## src/cp0_consts.svh

```systemverilog
// CP0 constants
`ifndef CP0_CONSTS_SVH
`define CP0_CONSTS_SVH

// Register addresses
`define CP0_INDEX       5'd0
`define CP0_RANDOM      5'd1
`define CP0_ENTRYLO0    5'd2
`define CP0_ENTRYLO1    5'd3
`define CP0_PAGEMASK    5'd5
`define CP0_WIRED       5'd6
`define CP0_BADVADDR    5'd8
`define CP0_COUNT       5'd9
`define CP0_ENTRYHI     5'd10
`define CP0_COMPARE     5'd11
`define CP0_STATUS      5'd12
`define CP0_CAUSE       5'd13
`define CP0_EPC         5'd14
`define CP0_PRID        5'd15
`define CP0_CONFIG      5'd16

// Exception types from the pipeline, zero means none
`define EXCT_INTR       4'd1
`define EXCT_CPU        4'd2
`define EXCT_RI         4'd3
`define EXCT_OV         4'd4
`define EXCT_TRAP       4'd5
`define EXCT_SYSC       4'd6
`define EXCT_BP         4'd7
`define EXCT_ADEL       4'd8
`define EXCT_ADES       4'd9
`define EXCT_TLBR       4'd10
`define EXCT_TLBI       4'd11
`define EXCT_TLBM       4'd12
`define EXCT_ERET       4'd13

// Architectural ExcCode values
`define EXCC_INTR       5'h00
`define EXCC_TLBL       5'h02
`define EXCC_TLBS       5'h03
`define EXCC_ADEL       5'h04
`define EXCC_ADES       5'h05
`define EXCC_SYSC       5'h08
`define EXCC_BP         5'h09
`define EXCC_RI         5'h0a
`define EXCC_CPU        5'h0b
`define EXCC_OV         5'h0c
`define EXCC_TR         5'h0d

`define TLB_ENTRIES     32
`define RANDOM_RST      5'd31

// Status bit positions
`define STATUS_EXL      1
`define STATUS_ERL      2
`define STATUS_UM       4
`define VPN2_LSB        13

`define STATUS_WMASK    32'h1040_ff17 // CU0 BEV IM UM ERL EXL IE
`define ENTRYLO_WMASK   32'h03ff_ffff
`define PAGEMASK_WMASK  32'h1fff_e000
`define ENTRYHI_WMASK   32'hffff_e0ff // VPN2 and ASID
`define CAUSE_WMASK     32'h0080_0300 // IV and IP[1:0]

`define PRID_VALUE      32'h0001_8000
`define CONFIG_VALUE    32'h0000_0080 // Standard TLB, little endian
`define STATUS_RST      32'h0040_0004

`endif

```

## src/cp0_pkg.sv

```systemverilog
// CP0 shared types
`include "cp0_consts.svh"

package cp0_pkg;

    typedef logic [31:0] word_t;
    typedef logic [4:0]  cp0Addr_t;
    typedef logic [3:0]  excType_t;
    typedef logic [4:0]  excCode_t;
    typedef logic [$clog2(`TLB_ENTRIES)-1:0] tlbIdx_t;
    typedef logic [5:0]  hwInt_t;

    // Exception request from the pipeline
    typedef struct packed {
        logic       valid;
        excType_t   excType;
        word_t      pc;
        word_t      badVAddr;
        logic [1:0] cpNum;
        logic       isStore;
        logic       inSlot;
    } excReq_t;

    typedef struct packed {
        logic       setExl;
        logic       clrExl;
        logic       loadEpc;
        word_t      epcValue;
        logic       bd;
        logic       loadCode;
        excCode_t   excCode;
        logic       loadBadVAddr;
        word_t      badVAddr;
        logic       loadVpn2;
        logic       loadCe;
        logic [1:0] ce;
    } excUpdate_t;

    // One enable per writable register
    typedef struct packed {
        word_t data;
        logic  index;
        logic  entryLo0;
        logic  entryLo1;
        logic  pageMask;
        logic  wired;
        logic  badVAddr;
        logic  count;
        logic  entryHi;
        logic  compare;
        logic  status;
        logic  cause;
        logic  epc;
    } cp0Write_t;

endpackage

```

## src/excControl.sv

```systemverilog
// Exception and write control
`timescale 1ns/1ps
`include "cp0_consts.svh"

module excControl (
    input  cp0_pkg::excReq_t    excReq_i,
    input  logic                wrEn_i,
    input  cp0_pkg::cp0Addr_t   addr_i,
    input  cp0_pkg::word_t      wrData_i,
    input  logic                probeWr_i,
    input  cp0_pkg::word_t      probeIndex_i,
    input  logic                exl_i,
    output cp0_pkg::excUpdate_t update_o,
    output cp0_pkg::cp0Write_t  write_o
);
    import cp0_pkg::*;

    excCode_t excCode;
    logic     isFault;
    logic     isAddrErr;
    logic     isTlbErr;
    logic     swEn;

    always_comb begin
        excCode = `EXCC_INTR;
        isFault = 1'b1;
        case (excReq_i.excType)
            `EXCT_INTR: excCode = `EXCC_INTR;
            `EXCT_CPU:  excCode = `EXCC_CPU;
            `EXCT_RI:   excCode = `EXCC_RI;
            `EXCT_OV:   excCode = `EXCC_OV;
            `EXCT_TRAP: excCode = `EXCC_TR;
            `EXCT_SYSC: excCode = `EXCC_SYSC;
            `EXCT_BP:   excCode = `EXCC_BP;
            `EXCT_ADEL: excCode = `EXCC_ADEL;
            `EXCT_ADES: excCode = `EXCC_ADES;
            `EXCT_TLBR,
            `EXCT_TLBI: excCode = excReq_i.isStore ? `EXCC_TLBS : `EXCC_TLBL;
            `EXCT_TLBM: excCode = `EXCC_TLBS;
            default:    isFault = 1'b0; // ERET or no exception
        endcase
    end

    assign isAddrErr = (excReq_i.excType == `EXCT_ADEL) || (excReq_i.excType == `EXCT_ADES);
    assign isTlbErr  = (excReq_i.excType == `EXCT_TLBR) || (excReq_i.excType == `EXCT_TLBI)
                    || (excReq_i.excType == `EXCT_TLBM);

    always_comb begin
        update_o              = '0;
        update_o.setExl       = excReq_i.valid & isFault;
        update_o.clrExl       = excReq_i.valid & (excReq_i.excType == `EXCT_ERET);
        // Nested exceptions keep the first EPC
        update_o.loadEpc      = excReq_i.valid & isFault & ~exl_i;
        update_o.epcValue     = excReq_i.inSlot ? excReq_i.pc - 32'd4 : excReq_i.pc;
        update_o.bd           = excReq_i.inSlot;
        update_o.loadCode     = excReq_i.valid & isFault;
        update_o.excCode      = excCode;
        update_o.loadBadVAddr = excReq_i.valid & (isAddrErr | isTlbErr);
        update_o.badVAddr     = excReq_i.badVAddr;
        update_o.loadVpn2     = excReq_i.valid & isTlbErr;
        update_o.loadCe       = excReq_i.valid & (excReq_i.excType == `EXCT_CPU);
        update_o.ce           = excReq_i.cpNum;
    end

    // Exception beats probe, probe beats software
    assign swEn = wrEn_i & ~excReq_i.valid & ~probeWr_i;

    always_comb begin
        write_o       = '0;
        write_o.data  = probeWr_i ? probeIndex_i : wrData_i;
        write_o.index = probeWr_i & ~excReq_i.valid; // Carries P in bit 31
        if (swEn) begin
            case (addr_i)
                `CP0_INDEX:    write_o.index    = 1'b1;
                `CP0_ENTRYLO0: write_o.entryLo0 = 1'b1;
                `CP0_ENTRYLO1: write_o.entryLo1 = 1'b1;
                `CP0_PAGEMASK: write_o.pageMask = 1'b1;
                `CP0_WIRED:    write_o.wired    = 1'b1;
                `CP0_BADVADDR: write_o.badVAddr = 1'b1;
                `CP0_COUNT:    write_o.count    = 1'b1;
                `CP0_ENTRYHI:  write_o.entryHi  = 1'b1;
                `CP0_COMPARE:  write_o.compare  = 1'b1;
                `CP0_STATUS:   write_o.status   = 1'b1;
                `CP0_CAUSE:    write_o.cause    = 1'b1;
                `CP0_EPC:      write_o.epc      = 1'b1;
                default:       ;
            endcase
        end
    end

endmodule

```

## src/cp0Regs.sv

```systemverilog
// CP0 register file
`timescale 1ns/1ps
`include "cp0_consts.svh"

module cp0Regs (
    input  logic                clk,
    input  logic                rst,
    input  cp0_pkg::excUpdate_t update_i,
    input  cp0_pkg::cp0Write_t  write_i,
    input  cp0_pkg::cp0Addr_t   addr_i,
    input  cp0_pkg::hwInt_t     hwInt_i,
    input  cp0_pkg::word_t      count_i,
    input  cp0_pkg::word_t      compare_i,
    input  cp0_pkg::tlbIdx_t    random_i,
    input  cp0_pkg::tlbIdx_t    wired_i,
    output cp0_pkg::word_t      rdData_o,
    output logic                exl_o,
    output cp0_pkg::word_t      status_o,
    output cp0_pkg::word_t      cause_o,
    output cp0_pkg::word_t      epc_o,
    output cp0_pkg::word_t      entryHi_o,
    output logic                userMode_o
);
    import cp0_pkg::*;

    word_t   status;
    word_t   cause;
    word_t   epc;
    word_t   badVAddr;
    word_t   entryLo0;
    word_t   entryLo1;
    word_t   pageMask;
    word_t   entryHi;
    logic    indexP;
    tlbIdx_t indexVal;
    word_t   indexWord;

    always_ff @(posedge clk or posedge rst) begin
        if (rst) begin
            status <= `STATUS_RST;
        end else begin
            if (write_i.status) begin
                status <= (status & ~`STATUS_WMASK) | (write_i.data & `STATUS_WMASK);
            end
            if (update_i.setExl) begin
                status[`STATUS_EXL] <= 1'b1;
            end else if (update_i.clrExl) begin
                status[`STATUS_EXL] <= 1'b0;
            end
        end
    end

    always_ff @(posedge clk or posedge rst) begin
        if (rst) begin
            cause <= '0;
        end else begin
            if (write_i.cause) begin
                cause <= (cause & ~`CAUSE_WMASK) | (write_i.data & `CAUSE_WMASK);
            end
            if (update_i.loadEpc) begin
                cause[31] <= update_i.bd; // BD
            end
            if (update_i.loadCe) begin
                cause[29:28] <= update_i.ce;
            end
            if (update_i.loadCode) begin
                cause[6:2] <= update_i.excCode;
            end
            cause[15:10] <= hwInt_i; // Pins sampled every cycle
        end
    end

    always_ff @(posedge clk) begin
        if (update_i.loadEpc) begin
            epc <= update_i.epcValue;
        end else if (write_i.epc) begin
            epc <= write_i.data;
        end

        if (update_i.loadBadVAddr) begin
            badVAddr <= update_i.badVAddr;
        end else if (write_i.badVAddr) begin
            badVAddr <= write_i.data;
        end

        if (update_i.loadVpn2) begin
            entryHi[31:`VPN2_LSB] <= update_i.badVAddr[31:`VPN2_LSB];
        end else if (write_i.entryHi) begin
            entryHi <= write_i.data & `ENTRYHI_WMASK;
        end

        if (write_i.entryLo0) begin
            entryLo0 <= write_i.data & `ENTRYLO_WMASK;
        end
        if (write_i.entryLo1) begin
            entryLo1 <= write_i.data & `ENTRYLO_WMASK;
        end
        if (write_i.pageMask) begin
            pageMask <= write_i.data & `PAGEMASK_WMASK;
        end
        if (write_i.index) begin
            indexP   <= write_i.data[31];
            indexVal <= write_i.data[$bits(tlbIdx_t)-1:0];
        end
    end

    always_comb begin
        indexWord                       = '0;
        indexWord[31]                   = indexP;
        indexWord[$bits(tlbIdx_t)-1:0]  = indexVal;
    end

    always_comb begin
        case (addr_i)
            `CP0_INDEX:    rdData_o = indexWord;
            `CP0_RANDOM:   rdData_o = word_t'(random_i);
            `CP0_ENTRYLO0: rdData_o = entryLo0;
            `CP0_ENTRYLO1: rdData_o = entryLo1;
            `CP0_PAGEMASK: rdData_o = pageMask;
            `CP0_WIRED:    rdData_o = word_t'(wired_i);
            `CP0_BADVADDR: rdData_o = badVAddr;
            `CP0_COUNT:    rdData_o = count_i;
            `CP0_ENTRYHI:  rdData_o = entryHi;
            `CP0_COMPARE:  rdData_o = compare_i;
            `CP0_STATUS:   rdData_o = status;
            `CP0_CAUSE:    rdData_o = cause;
            `CP0_EPC:      rdData_o = epc;
            `CP0_PRID:     rdData_o = `PRID_VALUE;
            `CP0_CONFIG:   rdData_o = `CONFIG_VALUE;
            default:       rdData_o = '0;
        endcase
    end

    assign exl_o      = status[`STATUS_EXL];
    assign status_o   = status;
    assign cause_o    = cause;
    assign epc_o      = epc;
    assign entryHi_o  = entryHi;
    // Kernel whenever EXL or ERL is set
    assign userMode_o = status[`STATUS_UM] & ~status[`STATUS_EXL] & ~status[`STATUS_ERL];

endmodule

```

## src/cp0Timer.sv

```systemverilog
// Count and Compare timer
`timescale 1ns/1ps

module cp0Timer (
    input  logic               clk,
    input  logic               rst,
    input  cp0_pkg::cp0Write_t write_i,
    output cp0_pkg::word_t     count_o,
    output cp0_pkg::word_t     compare_o,
    output logic               timerInt_o
);
    import cp0_pkg::*;

    word_t count;
    word_t compare;
    logic  timerInt;

    always_ff @(posedge clk or posedge rst) begin
        if (rst) begin
            count    <= '0;
            compare  <= '0;
            timerInt <= 1'b0;
        end else begin
            count <= write_i.count ? write_i.data : count + 32'd1;
            if (write_i.compare) begin
                compare  <= write_i.data;
                timerInt <= 1'b0; // Acknowledge
            end else if ((compare != '0) && (count == compare)) begin
                timerInt <= 1'b1;
            end
        end
    end

    assign count_o    = count;
    assign compare_o  = compare;
    assign timerInt_o = timerInt;

endmodule

```

## src/tlbRandom.sv

```systemverilog
// Wired and Random registers
`timescale 1ns/1ps
`include "cp0_consts.svh"

module tlbRandom (
    input  logic               clk,
    input  logic               rst,
    input  cp0_pkg::cp0Write_t write_i,
    output cp0_pkg::tlbIdx_t   random_o,
    output cp0_pkg::tlbIdx_t   wired_o
);
    import cp0_pkg::*;

    tlbIdx_t wired;
    tlbIdx_t random;

    always_ff @(posedge clk or posedge rst) begin
        if (rst) begin
            wired  <= '0;
            random <= `RANDOM_RST;
        end else if (write_i.wired) begin
            wired  <= write_i.data[$bits(tlbIdx_t)-1:0];
            random <= `RANDOM_RST; // Restart above the new floor
        end else begin
            random <= (random == wired) ? `RANDOM_RST : random - 1'b1;
        end
    end

    assign random_o = random;
    assign wired_o  = wired;

endmodule

```

## src/cp0Top.sv

```systemverilog
// CP0 top level
`timescale 1ns/1ps

module cp0Top (
    input  logic              clk,
    input  logic              rst,
    input  cp0_pkg::excReq_t  excReq_i,
    input  logic              wrEn_i,
    input  cp0_pkg::cp0Addr_t addr_i,
    input  cp0_pkg::word_t    wrData_i,
    input  logic              probeWr_i,
    input  cp0_pkg::word_t    probeIndex_i,
    input  cp0_pkg::hwInt_t   hwInt_i,
    output cp0_pkg::word_t    rdData_o,
    output cp0_pkg::word_t    status_o,
    output cp0_pkg::word_t    cause_o,
    output cp0_pkg::word_t    epc_o,
    output cp0_pkg::word_t    entryHi_o,
    output cp0_pkg::tlbIdx_t  random_o,
    output logic              userMode_o,
    output logic              timerInt_o
);
    import cp0_pkg::*;

    excUpdate_t update;
    cp0Write_t  write;
    logic       exl;
    word_t      count;
    word_t      compare;
    tlbIdx_t    random;
    tlbIdx_t    wired;

    excControl u_excControl (
        .excReq_i     (excReq_i),
        .wrEn_i       (wrEn_i),
        .addr_i       (addr_i),
        .wrData_i     (wrData_i),
        .probeWr_i    (probeWr_i),
        .probeIndex_i (probeIndex_i),
        .exl_i        (exl),
        .update_o     (update),
        .write_o      (write)
    );

    cp0Regs u_cp0Regs (
        .clk        (clk),
        .rst        (rst),
        .update_i   (update),
        .write_i    (write),
        .addr_i     (addr_i),
        .hwInt_i    (hwInt_i),
        .count_i    (count),
        .compare_i  (compare),
        .random_i   (random),
        .wired_i    (wired),
        .rdData_o   (rdData_o),
        .exl_o      (exl),
        .status_o   (status_o),
        .cause_o    (cause_o),
        .epc_o      (epc_o),
        .entryHi_o  (entryHi_o),
        .userMode_o (userMode_o)
    );

    cp0Timer u_cp0Timer (
        .clk        (clk),
        .rst        (rst),
        .write_i    (write),
        .count_o    (count),
        .compare_o  (compare),
        .timerInt_o (timerInt_o)
    );

    tlbRandom u_tlbRandom (
        .clk      (clk),
        .rst      (rst),
        .write_i  (write),
        .random_o (random),
        .wired_o  (wired)
    );

    assign random_o = random;

endmodule

```

## config.mk

```make
export PLATFORM = sky130hd
export DESIGN_NAME = cp0Top
export DESIGN_NICKNAME = d
export VERILOG_FILES = /design/src/cp0_pkg.sv /design/src/excControl.sv /design/src/cp0Regs.sv /design/src/cp0Timer.sv /design/src/tlbRandom.sv /design/src/cp0Top.sv
export VERILOG_INCLUDE_DIRS = /design/src /design/src/src
export SDC_FILE = /design/constraint.sdc
export NUM_CORES = 1
export LEC_CHECK = 0
export ABC_CLOCK_PERIOD_IN_PS = 10200
export BUFFER_PORTS_ARGS = -buffer_cell sky130_fd_sc_hd__buf_2
export CAP_MARGIN = 30
export CORE_ASPECT_RATIO = 1.25
export CORE_MARGIN = 2
export CORE_UTILIZATION = 59
export DETAILED_ROUTE_END_ITERATION = 10
export GPL_ROUTABILITY_DRIVEN = 0
export HOLD_SLACK_MARGIN = 0.15
export PLACE_DENSITY = 0.83
export SKIP_LAST_GASP = 1
export SLEW_MARGIN = 20
export SYNTH_ARGS = -nofsm -noshare
export SYNTH_HDL_FRONTEND = slang
export SYNTH_SLANG_ARGS = --single-unit
```

## constraint.sdc

```tcl
create_clock -name clk -period 10.2 [get_ports clk]
set_clock_uncertainty 0.15 [all_clocks]
set_input_delay 3.06 -clock clk [delete_from_list [all_inputs] [get_ports clk]]
set_output_delay 3.06 -clock clk [all_outputs]
set_load 0.01 [all_outputs]
```

==> results.py, run 1 <==
metrics = {
    "outcome": {
        "status": "finished clean",
    },
    "finish": {
        "areaGrowthSynthToFinish_pct": 17.8,
        "seq_area_mm2": 0.00759,
        "multiInputGateArea_mm2": 0.00551,
        "drive_above_1_share_pct": 24.6,
        "final_nets": 1711,
        "final_cells": 1865,
        "nFillCells": 1649,
    },
    "power_and_ir_drop": {
        "vdd_drop_max_mv": 0.146,
        "powerDensity_mw_per_mm2": 184,
        "p_leak_nw": 6.53,
    },
    "critical_path": {
        "crit-reg2reg-launch": "u_cp0Regs.status_o[1]",
        "reg2regPathDepth": 3,
        "cp-end-kind": "output port",
        "path_class": "in2out",
        "crit_arrival_ns": 5.48,
        "critPathLaunch": "addr_i[3]",
        "critPathMaxFanout": 20,
        "start_kind": "primary input",
        "cp-endpoint": "rdData_o[4]",
        "rrSetupSlack_ns": 7.67,
        "cp.required_ns": 6.99,
        "reg2reg_to": "u_cp0Regs.epc_o[30]",
    },
    "drt": {
        "dr.pass1.iters": 6,
        "drt-total-wl_mm": 44.8,
        "vias": 12100,
        "via_per_inst": 6.49,
        "first_iter_violations": 1685,
        "postRouteAntennaNets": 0,
        "wire_per_inst_um": 24.0,
        "remaining_drc_errors": 0,
    },
    "global_route": {
        "grt_pass1_wl_mm": 67.8,
        "antenna_found_initial": 1,
        "grt_max_degree": 66,
        "grt_pass1_vias": 11800,
        "track_usage_pct": 36.4,
        "globalRoute.totalOverflow": 0,
    },
    "clocking": {
        "clkLatencyLatePin_ns": 0.55,
        "postCtsSetupRepairBufs": 0,
        "cts_made_buffers": 27,
        "clkSinkCount": 270,
        "cts_buffer_depth": 3,
        "clkTransAtPathRegs_ns": 0.07,
        "cts_max_level": 1,
        "clock-root-buffer": "clkbuf_16",
        "ctsHoldBuffers": 0,
        "post_cts_resized": 0,
        "cts_tree": "yes",
    },
    "synth": {
        "synth_top_area_cell": "edfxtp_1",
        "yosysSeqAreaShare_pct": 55.3,
        "synth.top_cell.area_share_pct": 36.1,
        "synth-main-ff-cell": "edfxtp_1",
        "synth_area_leaders": "edfxtp_1, dfrtp_1, a22oi_1",
        "netlist_area_mm2": 0.0137,
        "yosys-top-cells-count": "edfxtp_1, nor2_1, a21oi_1, a22oi_1, dfrtp_1",
        "yosysUniqueCellTypes": 55,
        "yosysMostFrequentCell": "edfxtp_1",
        "async_reset_ff_share_pct": 38.9,
        "syn_inst": 1300,
        "synth_edf_count": 165,
        "syn_avg_cell_area_um2": 10.6,
        "ys_warn_count": 0,
        "synth-seq-cells": 270,
    },
    "timing": {
        "final-setup-viol-count": 0,
        "hold_viol_final": 0,
        "worstMarginPinSlew_ns": 0.955,
        "max_clock_freq_mhz": 115,
        "grt_setup_unrepaired": "false",
        "fin_tns_setup_ns": 0,
        "maxSlewHeadroom_pct": 34.5,
        "slew_viol_final": 0,
        "fin_crit_sh_pct": 85.2,
        "min_period_ns": 8.69,
        "holdWs_ns": 0.350,
    },
    "die": {
        "die_height_um": 175,
        "pin_count": 319,
        "die-area_mm2": 0.0245,
        "initial_core_util_pct": 60.0,
        "row_count": 62,
        "core-area_mm2": 0.0229,
        "die_w_um": 140,
    },
    "place": {
        "dp_hpwl_mm": 31.0,
        "io_buffers": 279,
        "post-place-cells": 1812,
    },
    "flow_run": {
        "drv_cap": 0,
    },
    "min_path": {
        "hp-class": "reg2reg",
    },
}
[cell type report]
class / instances / share of cell area [%]
repair buffers: 315 / 10.6
clock buffers: 34 / 4.47
well taps: 288 / 2.23
flip-flops and latches: 270 / 47.0
clock inverters: 15 / 0.681
inverters: 40 / 0.944
diodes: 1 / 0.0155
multi-input cells: 902 / 34.1
[report_power, final]
part	switching [mW]	internal, mW	leakage (nW)
Clock	0.420	0.527	0.413
Sequential	0.173	1.29	2.72
Combinational	0.323	0.238	3.40
[critical path, cell delays in order]
cell,delay (ns)
buf_2,0.31
nand2b_1,0.36
nor2_2,0.70
buf_4,0.44
a22oi_1,0.15
and4_1,0.24
nand3_1,0.07
buf_2,0.14
[worst min-delay path by stage]
stage / endpoint / depth (start not counted) / start
2_1_floorplan: u_tlbRandom.random_o[0] / 1 / u_tlbRandom.random_o[0]
3_3_place_gp: u_tlbRandom.random_o[0] / 1 / u_tlbRandom.random_o[0]
3_5_place_dp: u_tlbRandom.random_o[0] / 1 / u_tlbRandom.random_o[0]
4_1_cts: u_tlbRandom.random_o[0] / 1 / u_tlbRandom.random_o[0]
5_1_grt: u_tlbRandom.random_o[0] / 1 / u_tlbRandom.random_o[0]
6_report: u_tlbRandom.random_o[0] / 1 / u_tlbRandom.random_o[0]
[cell families after synthesis]
family / after synthesis / share of synthesized area [%]
adders and majority gates: 3 / 0.273
and+or+nand+nor: 407 / 14.5
other: 1 / 0.0273
AOI/OAI and AO/OA: 312 / 14.3
buffers and inverters: 166 / 6.20
muxes: 42 / 3.08
xor gates and xnor gates: 99 / 6.32
DFF: 270 / 55.3
[registers in the layout, summed over array words and instances (netlist names)]
register               flops
u_cp0Regs.badVAddr        32
u_cp0Regs.cause_o         16
u_cp0Regs.entryHi_o       27
u_cp0Regs.entryLo0        26
u_cp0Regs.entryLo1        26
u_cp0Regs.epc_o           32
u_cp0Regs.indexP           1
u_cp0Regs.indexVal         5
u_cp0Regs.pageMask        16
u_cp0Regs.status_o        14
u_cp0Timer.compare_o      32
u_cp0Timer.count_o        32
u_cp0Timer.timerInt_o      1
u_tlbRandom.random_o       5
u_tlbRandom.wired_o        5
[metrics by stage]
step | instance area (um2) | setup slack (ns) | utilization, % | power, mW
floorplan | 13900 | 2.48 | - | 1.79
global placement | 15200 | 1.67 | 66.6 | 1.99
detailed placement | 15300 | 1.59 | 66.7 | 2.02
CTS | 16100 | 1.59 | 70.4 | 2.95
global route | 16200 | 1.43 | 70.6 | 3.08
finish | 16200 | 1.51 | 70.6 | 2.97
[layer usage]
layer	vias up	global-route usage, %	wire length [um]
met4	0	22.1	2970
met2	902	60.9	22000
met3	189	5.29	4650
met1	5789	44.8	15200
met5	-	0	0
li1	5220	-	-
[placed cells by master (no fill, tap or decap), types with 7 or more instances in the layout]
| cell type | synthesis | routed |
|---|---|---|
| buf_2 | 37 | 279 |
| edfxtp_1 | 165 | 165 |
| nor2_1 | 163 | 159 |
| a21oi_1 | 139 | 139 |
| a22oi_1 | 100 | 100 |
| dfrtp_1 | 98 | 98 |
| xnor2_1 | 67 | 67 |
| nand2_1 | 62 | 62 |
| mux2i_1 | 40 | 40 |
| inv_1 | 40 | 39 |
| conb_1 | 1 | 39 |
| nand3_1 | 37 | 36 |
| nand4_1 | 32 | 32 |
| xor2_1 | 32 | 32 |
| buf_4 | 44 | 32 |
| nor4_1 | 30 | 28 |
| clkbuf_16 | 0 | 27 |
| o21ai_0 | 23 | 22 |
| nor3_1 | 19 | 17 |
| and3_1 | 13 | 13 |
| a221oi_1 | 10 | 10 |
| nand3b_1 | 9 | 9 |
| a22o_1 | 9 | 9 |
| o21ai_1 | 8 | 8 |
| or3_1 | 8 | 7 |
| a222oi_1 | 7 | 7 |
| clkinv_2 | 0 | 7 |
| dfstp_2 | 7 | 7 |
Note: power is estimated with default switching activity, not from simulation.
==> inputs of run 2 (changes only) <==
- PLACE_DENSITY: 0.83 -> not set
- PLACE_DENSITY_LB_ADDON: not set -> 0.05
==> run 2 against run 1 <==
Against the previous run: die area unchanged; sequential share of layout area down 0.19 points; count of clock-buffer cells in the layout down 1; total power up 1.5%; largest cell class unchanged; highest routed layer unchanged.
==> results.py, run 2 (synthesized netlist as in run 1, its figures left out) <==
metrics = {
    "critical_path": {
        "critical-path-top-delay-family": "simple AND/OR/NAND/NOR gates",
        "crit_path_frequent_cell": "buf_2",
        "critPathMaxFanout": 17,
        "cp-end-kind": "output port",
        "path_cells": "buf_2 -> nand2b_1 -> nor2_2 -> buf_4 -> a22oi_1 -> nand4_1 -> buf_2",
        "reg2regPathDepth": 5,
        "start_kind": "primary input",
        "max_stage_delay_ns": 0.88,
        "worstPathBufferInverterCount": 3,
        "critPathSlowestCell": "nor2_2",
        "crit_cells": 7,
        "path_class": "in2out",
        "cp.required_ns": 6.99,
        "crit_arrival_ns": 5.47,
    },
    "finish": {
        "final_util_pct": 70.9,
        "final_nets": 1714,
        "areaGrowthSynthToFinish_pct": 18.2,
        "layout_commonest_cell": "buf_2",
        "layout_common_cells": "buf_2, edfxtp_1, nor2_1",
        "nFillCells": 1741,
        "drive_above_1_share_pct": 25.0,
    },
    "clocking": {
        "cts_max_level": 1,
        "cts_buffer_depth": 3,
        "cts_tree": "yes",
        "cts_made_buffers": 27,
        "clkTransAtPathRegs_ns": 0.06,
        "ctsHoldBuffers": 0,
        "clkSinkCount": 270,
        "clock-root-buffer": "clkbuf_16",
        "post_cts_resized": 0,
        "postCtsSetupRepairBufs": 0,
        "clkLatencyLatePin_ns": 0.54,
    },
    "drt": {
        "dr.pass1.iters": 5,
        "drt-total-wl_mm": 47.0,
        "first_iter_violations": 1338,
        "vias": 12000,
        "remaining_drc_errors": 0,
        "via_per_inst": 6.41,
        "wire_per_inst_um": 25.2,
        "postRouteAntennaNets": 0,
    },
    "timing": {
        "hold_viol_final": 0,
        "final-setup-viol-count": 0,
        "maxSlewHeadroom_pct": 25.1,
        "max_clock_freq_mhz": 115,
        "fin_crit_sh_pct": 85.1,
        "slew_viol_final": 0,
        "setup_ws_ns": 1.52,
        "grt_setup_unrepaired": "false",
        "holdWs_ns": 0.352,
        "fin_tns_setup_ns": 0,
        "min_period_ns": 8.68,
        "worstMarginPinSlew_ns": 1.09,
    },
    "power_and_ir_drop": {
        "power_mw": 3.01,
        "vdd_drop_max_mv": 0.142,
        "p_leak_nw": 6.57,
        "powerDensity_mw_per_mm2": 186,
    },
    "min_path": {
        "min_path_cells": 1,
        "hp-class": "reg2reg",
    },
    "die": {
        "pin_count": 319,
        "row_count": 62,
        "initial_core_util_pct": 60.0,
        "core-area_mm2": 0.0229,
        "die-area_mm2": 0.0245,
        "die_height_um": 175,
        "die_w_um": 140,
    },
    "global_route": {
        "grtUsageMet1_pct": 46.4,
        "globalRoute.totalOverflow": 0,
        "use_met2_pct": 61.3,
        "grt_pass1_vias": 11500,
        "track_usage_pct": 37.6,
        "busiest_layer": "met2",
        "grt_max_degree": 66,
        "grt_use_met3_pct": 5.81,
        "antenna_found_initial": 1,
        "grt_pass1_wl_mm": 68.8,
    },
    "outcome": {
        "status": "finished clean",
    },
    "place": {
        "io_buffers": 279,
        "dp_hpwl_mm": 33.6,
        "post-place-ws_ns": 1.63,
    },
    "flow_run": {
        "drv_cap": 0,
    },
}
==> run 2: cell types whose count changed in the layout (fill, tap and decap cells not counted), moves of 2 or more <==
| cell | delta |
|---|---|
| clkbuf_1 | -2 |
| inv_6 | -2 |
| clkinv_2 | +2 |
| buf_6 | +2 |
==> run 2: cell type report <==
| class | instances | area (um2) | area share (%) |
|---|---|---|---|
| diodes | 2 | 5.00 | 0.0308 |
| clock buffers | 33 | 739 | 4.56 |
| clock inverters | 16 | 135 | 0.833 |
| inverters | 40 | 153 | 0.940 |
| multi-input cells | 902 | 5510 | 34.0 |
| flip-flops and latches | 270 | 7590 | 46.8 |
| well taps | 288 | 360 | 2.22 |
| repair buffers | 318 | 1730 | 10.7 |
==> run 2: final timing paths <==
kind / from / to / slack, ns
worst max register to register: u_cp0Timer.count_o[3] / u_cp0Timer.count_o[31] / 7.74
max in group asynchronous: rst / u_cp0Timer.count_o[16] / 6.17
worst min register to register: u_tlbRandom.random_o[0] / u_tlbRandom.random_o[0] / 0.35
worst max-delay path: addr_i[3] / rdData_o[9] / 1.52
min in group asynchronous: rst / u_cp0Regs.cause_o[10] / 2.52
worst min-delay path: u_tlbRandom.random_o[0] / u_tlbRandom.random_o[0] / 0.35
==> run 2: stage by stage <==
stage	cells	cell area [um2]
5_1_grt	1868	16200
2_1_floorplan	1338	13900
4_1_cts	1865	16200
3_5_place_dp	1816	15300
3_3_place_gp	1811	15300
6_report	1869	16200
==> run 2: where the power goes <==
part	internal, mW	switching [mW]
registers	1.29	0.172
logic	0.237	0.323
clock network	0.565	0.427
==> run 2: per-layer routing <==
metal / wire length [um] / up-vias
met1: 16400 / 5793
met5: 0 / -
li1: - / 5221
met2: 22400 / 809
met3: 4570 / 163
met4: 3690 / 0
==> run 2: worst register-to-register path, stage by stage (launching register included) <==
cell and delay, ns:
dfrtp_1 0.57, nand4_1 0.25, nor3_2 0.81, nand4_1 0.26, xor2_1 0.21, a21oi_1 0.14
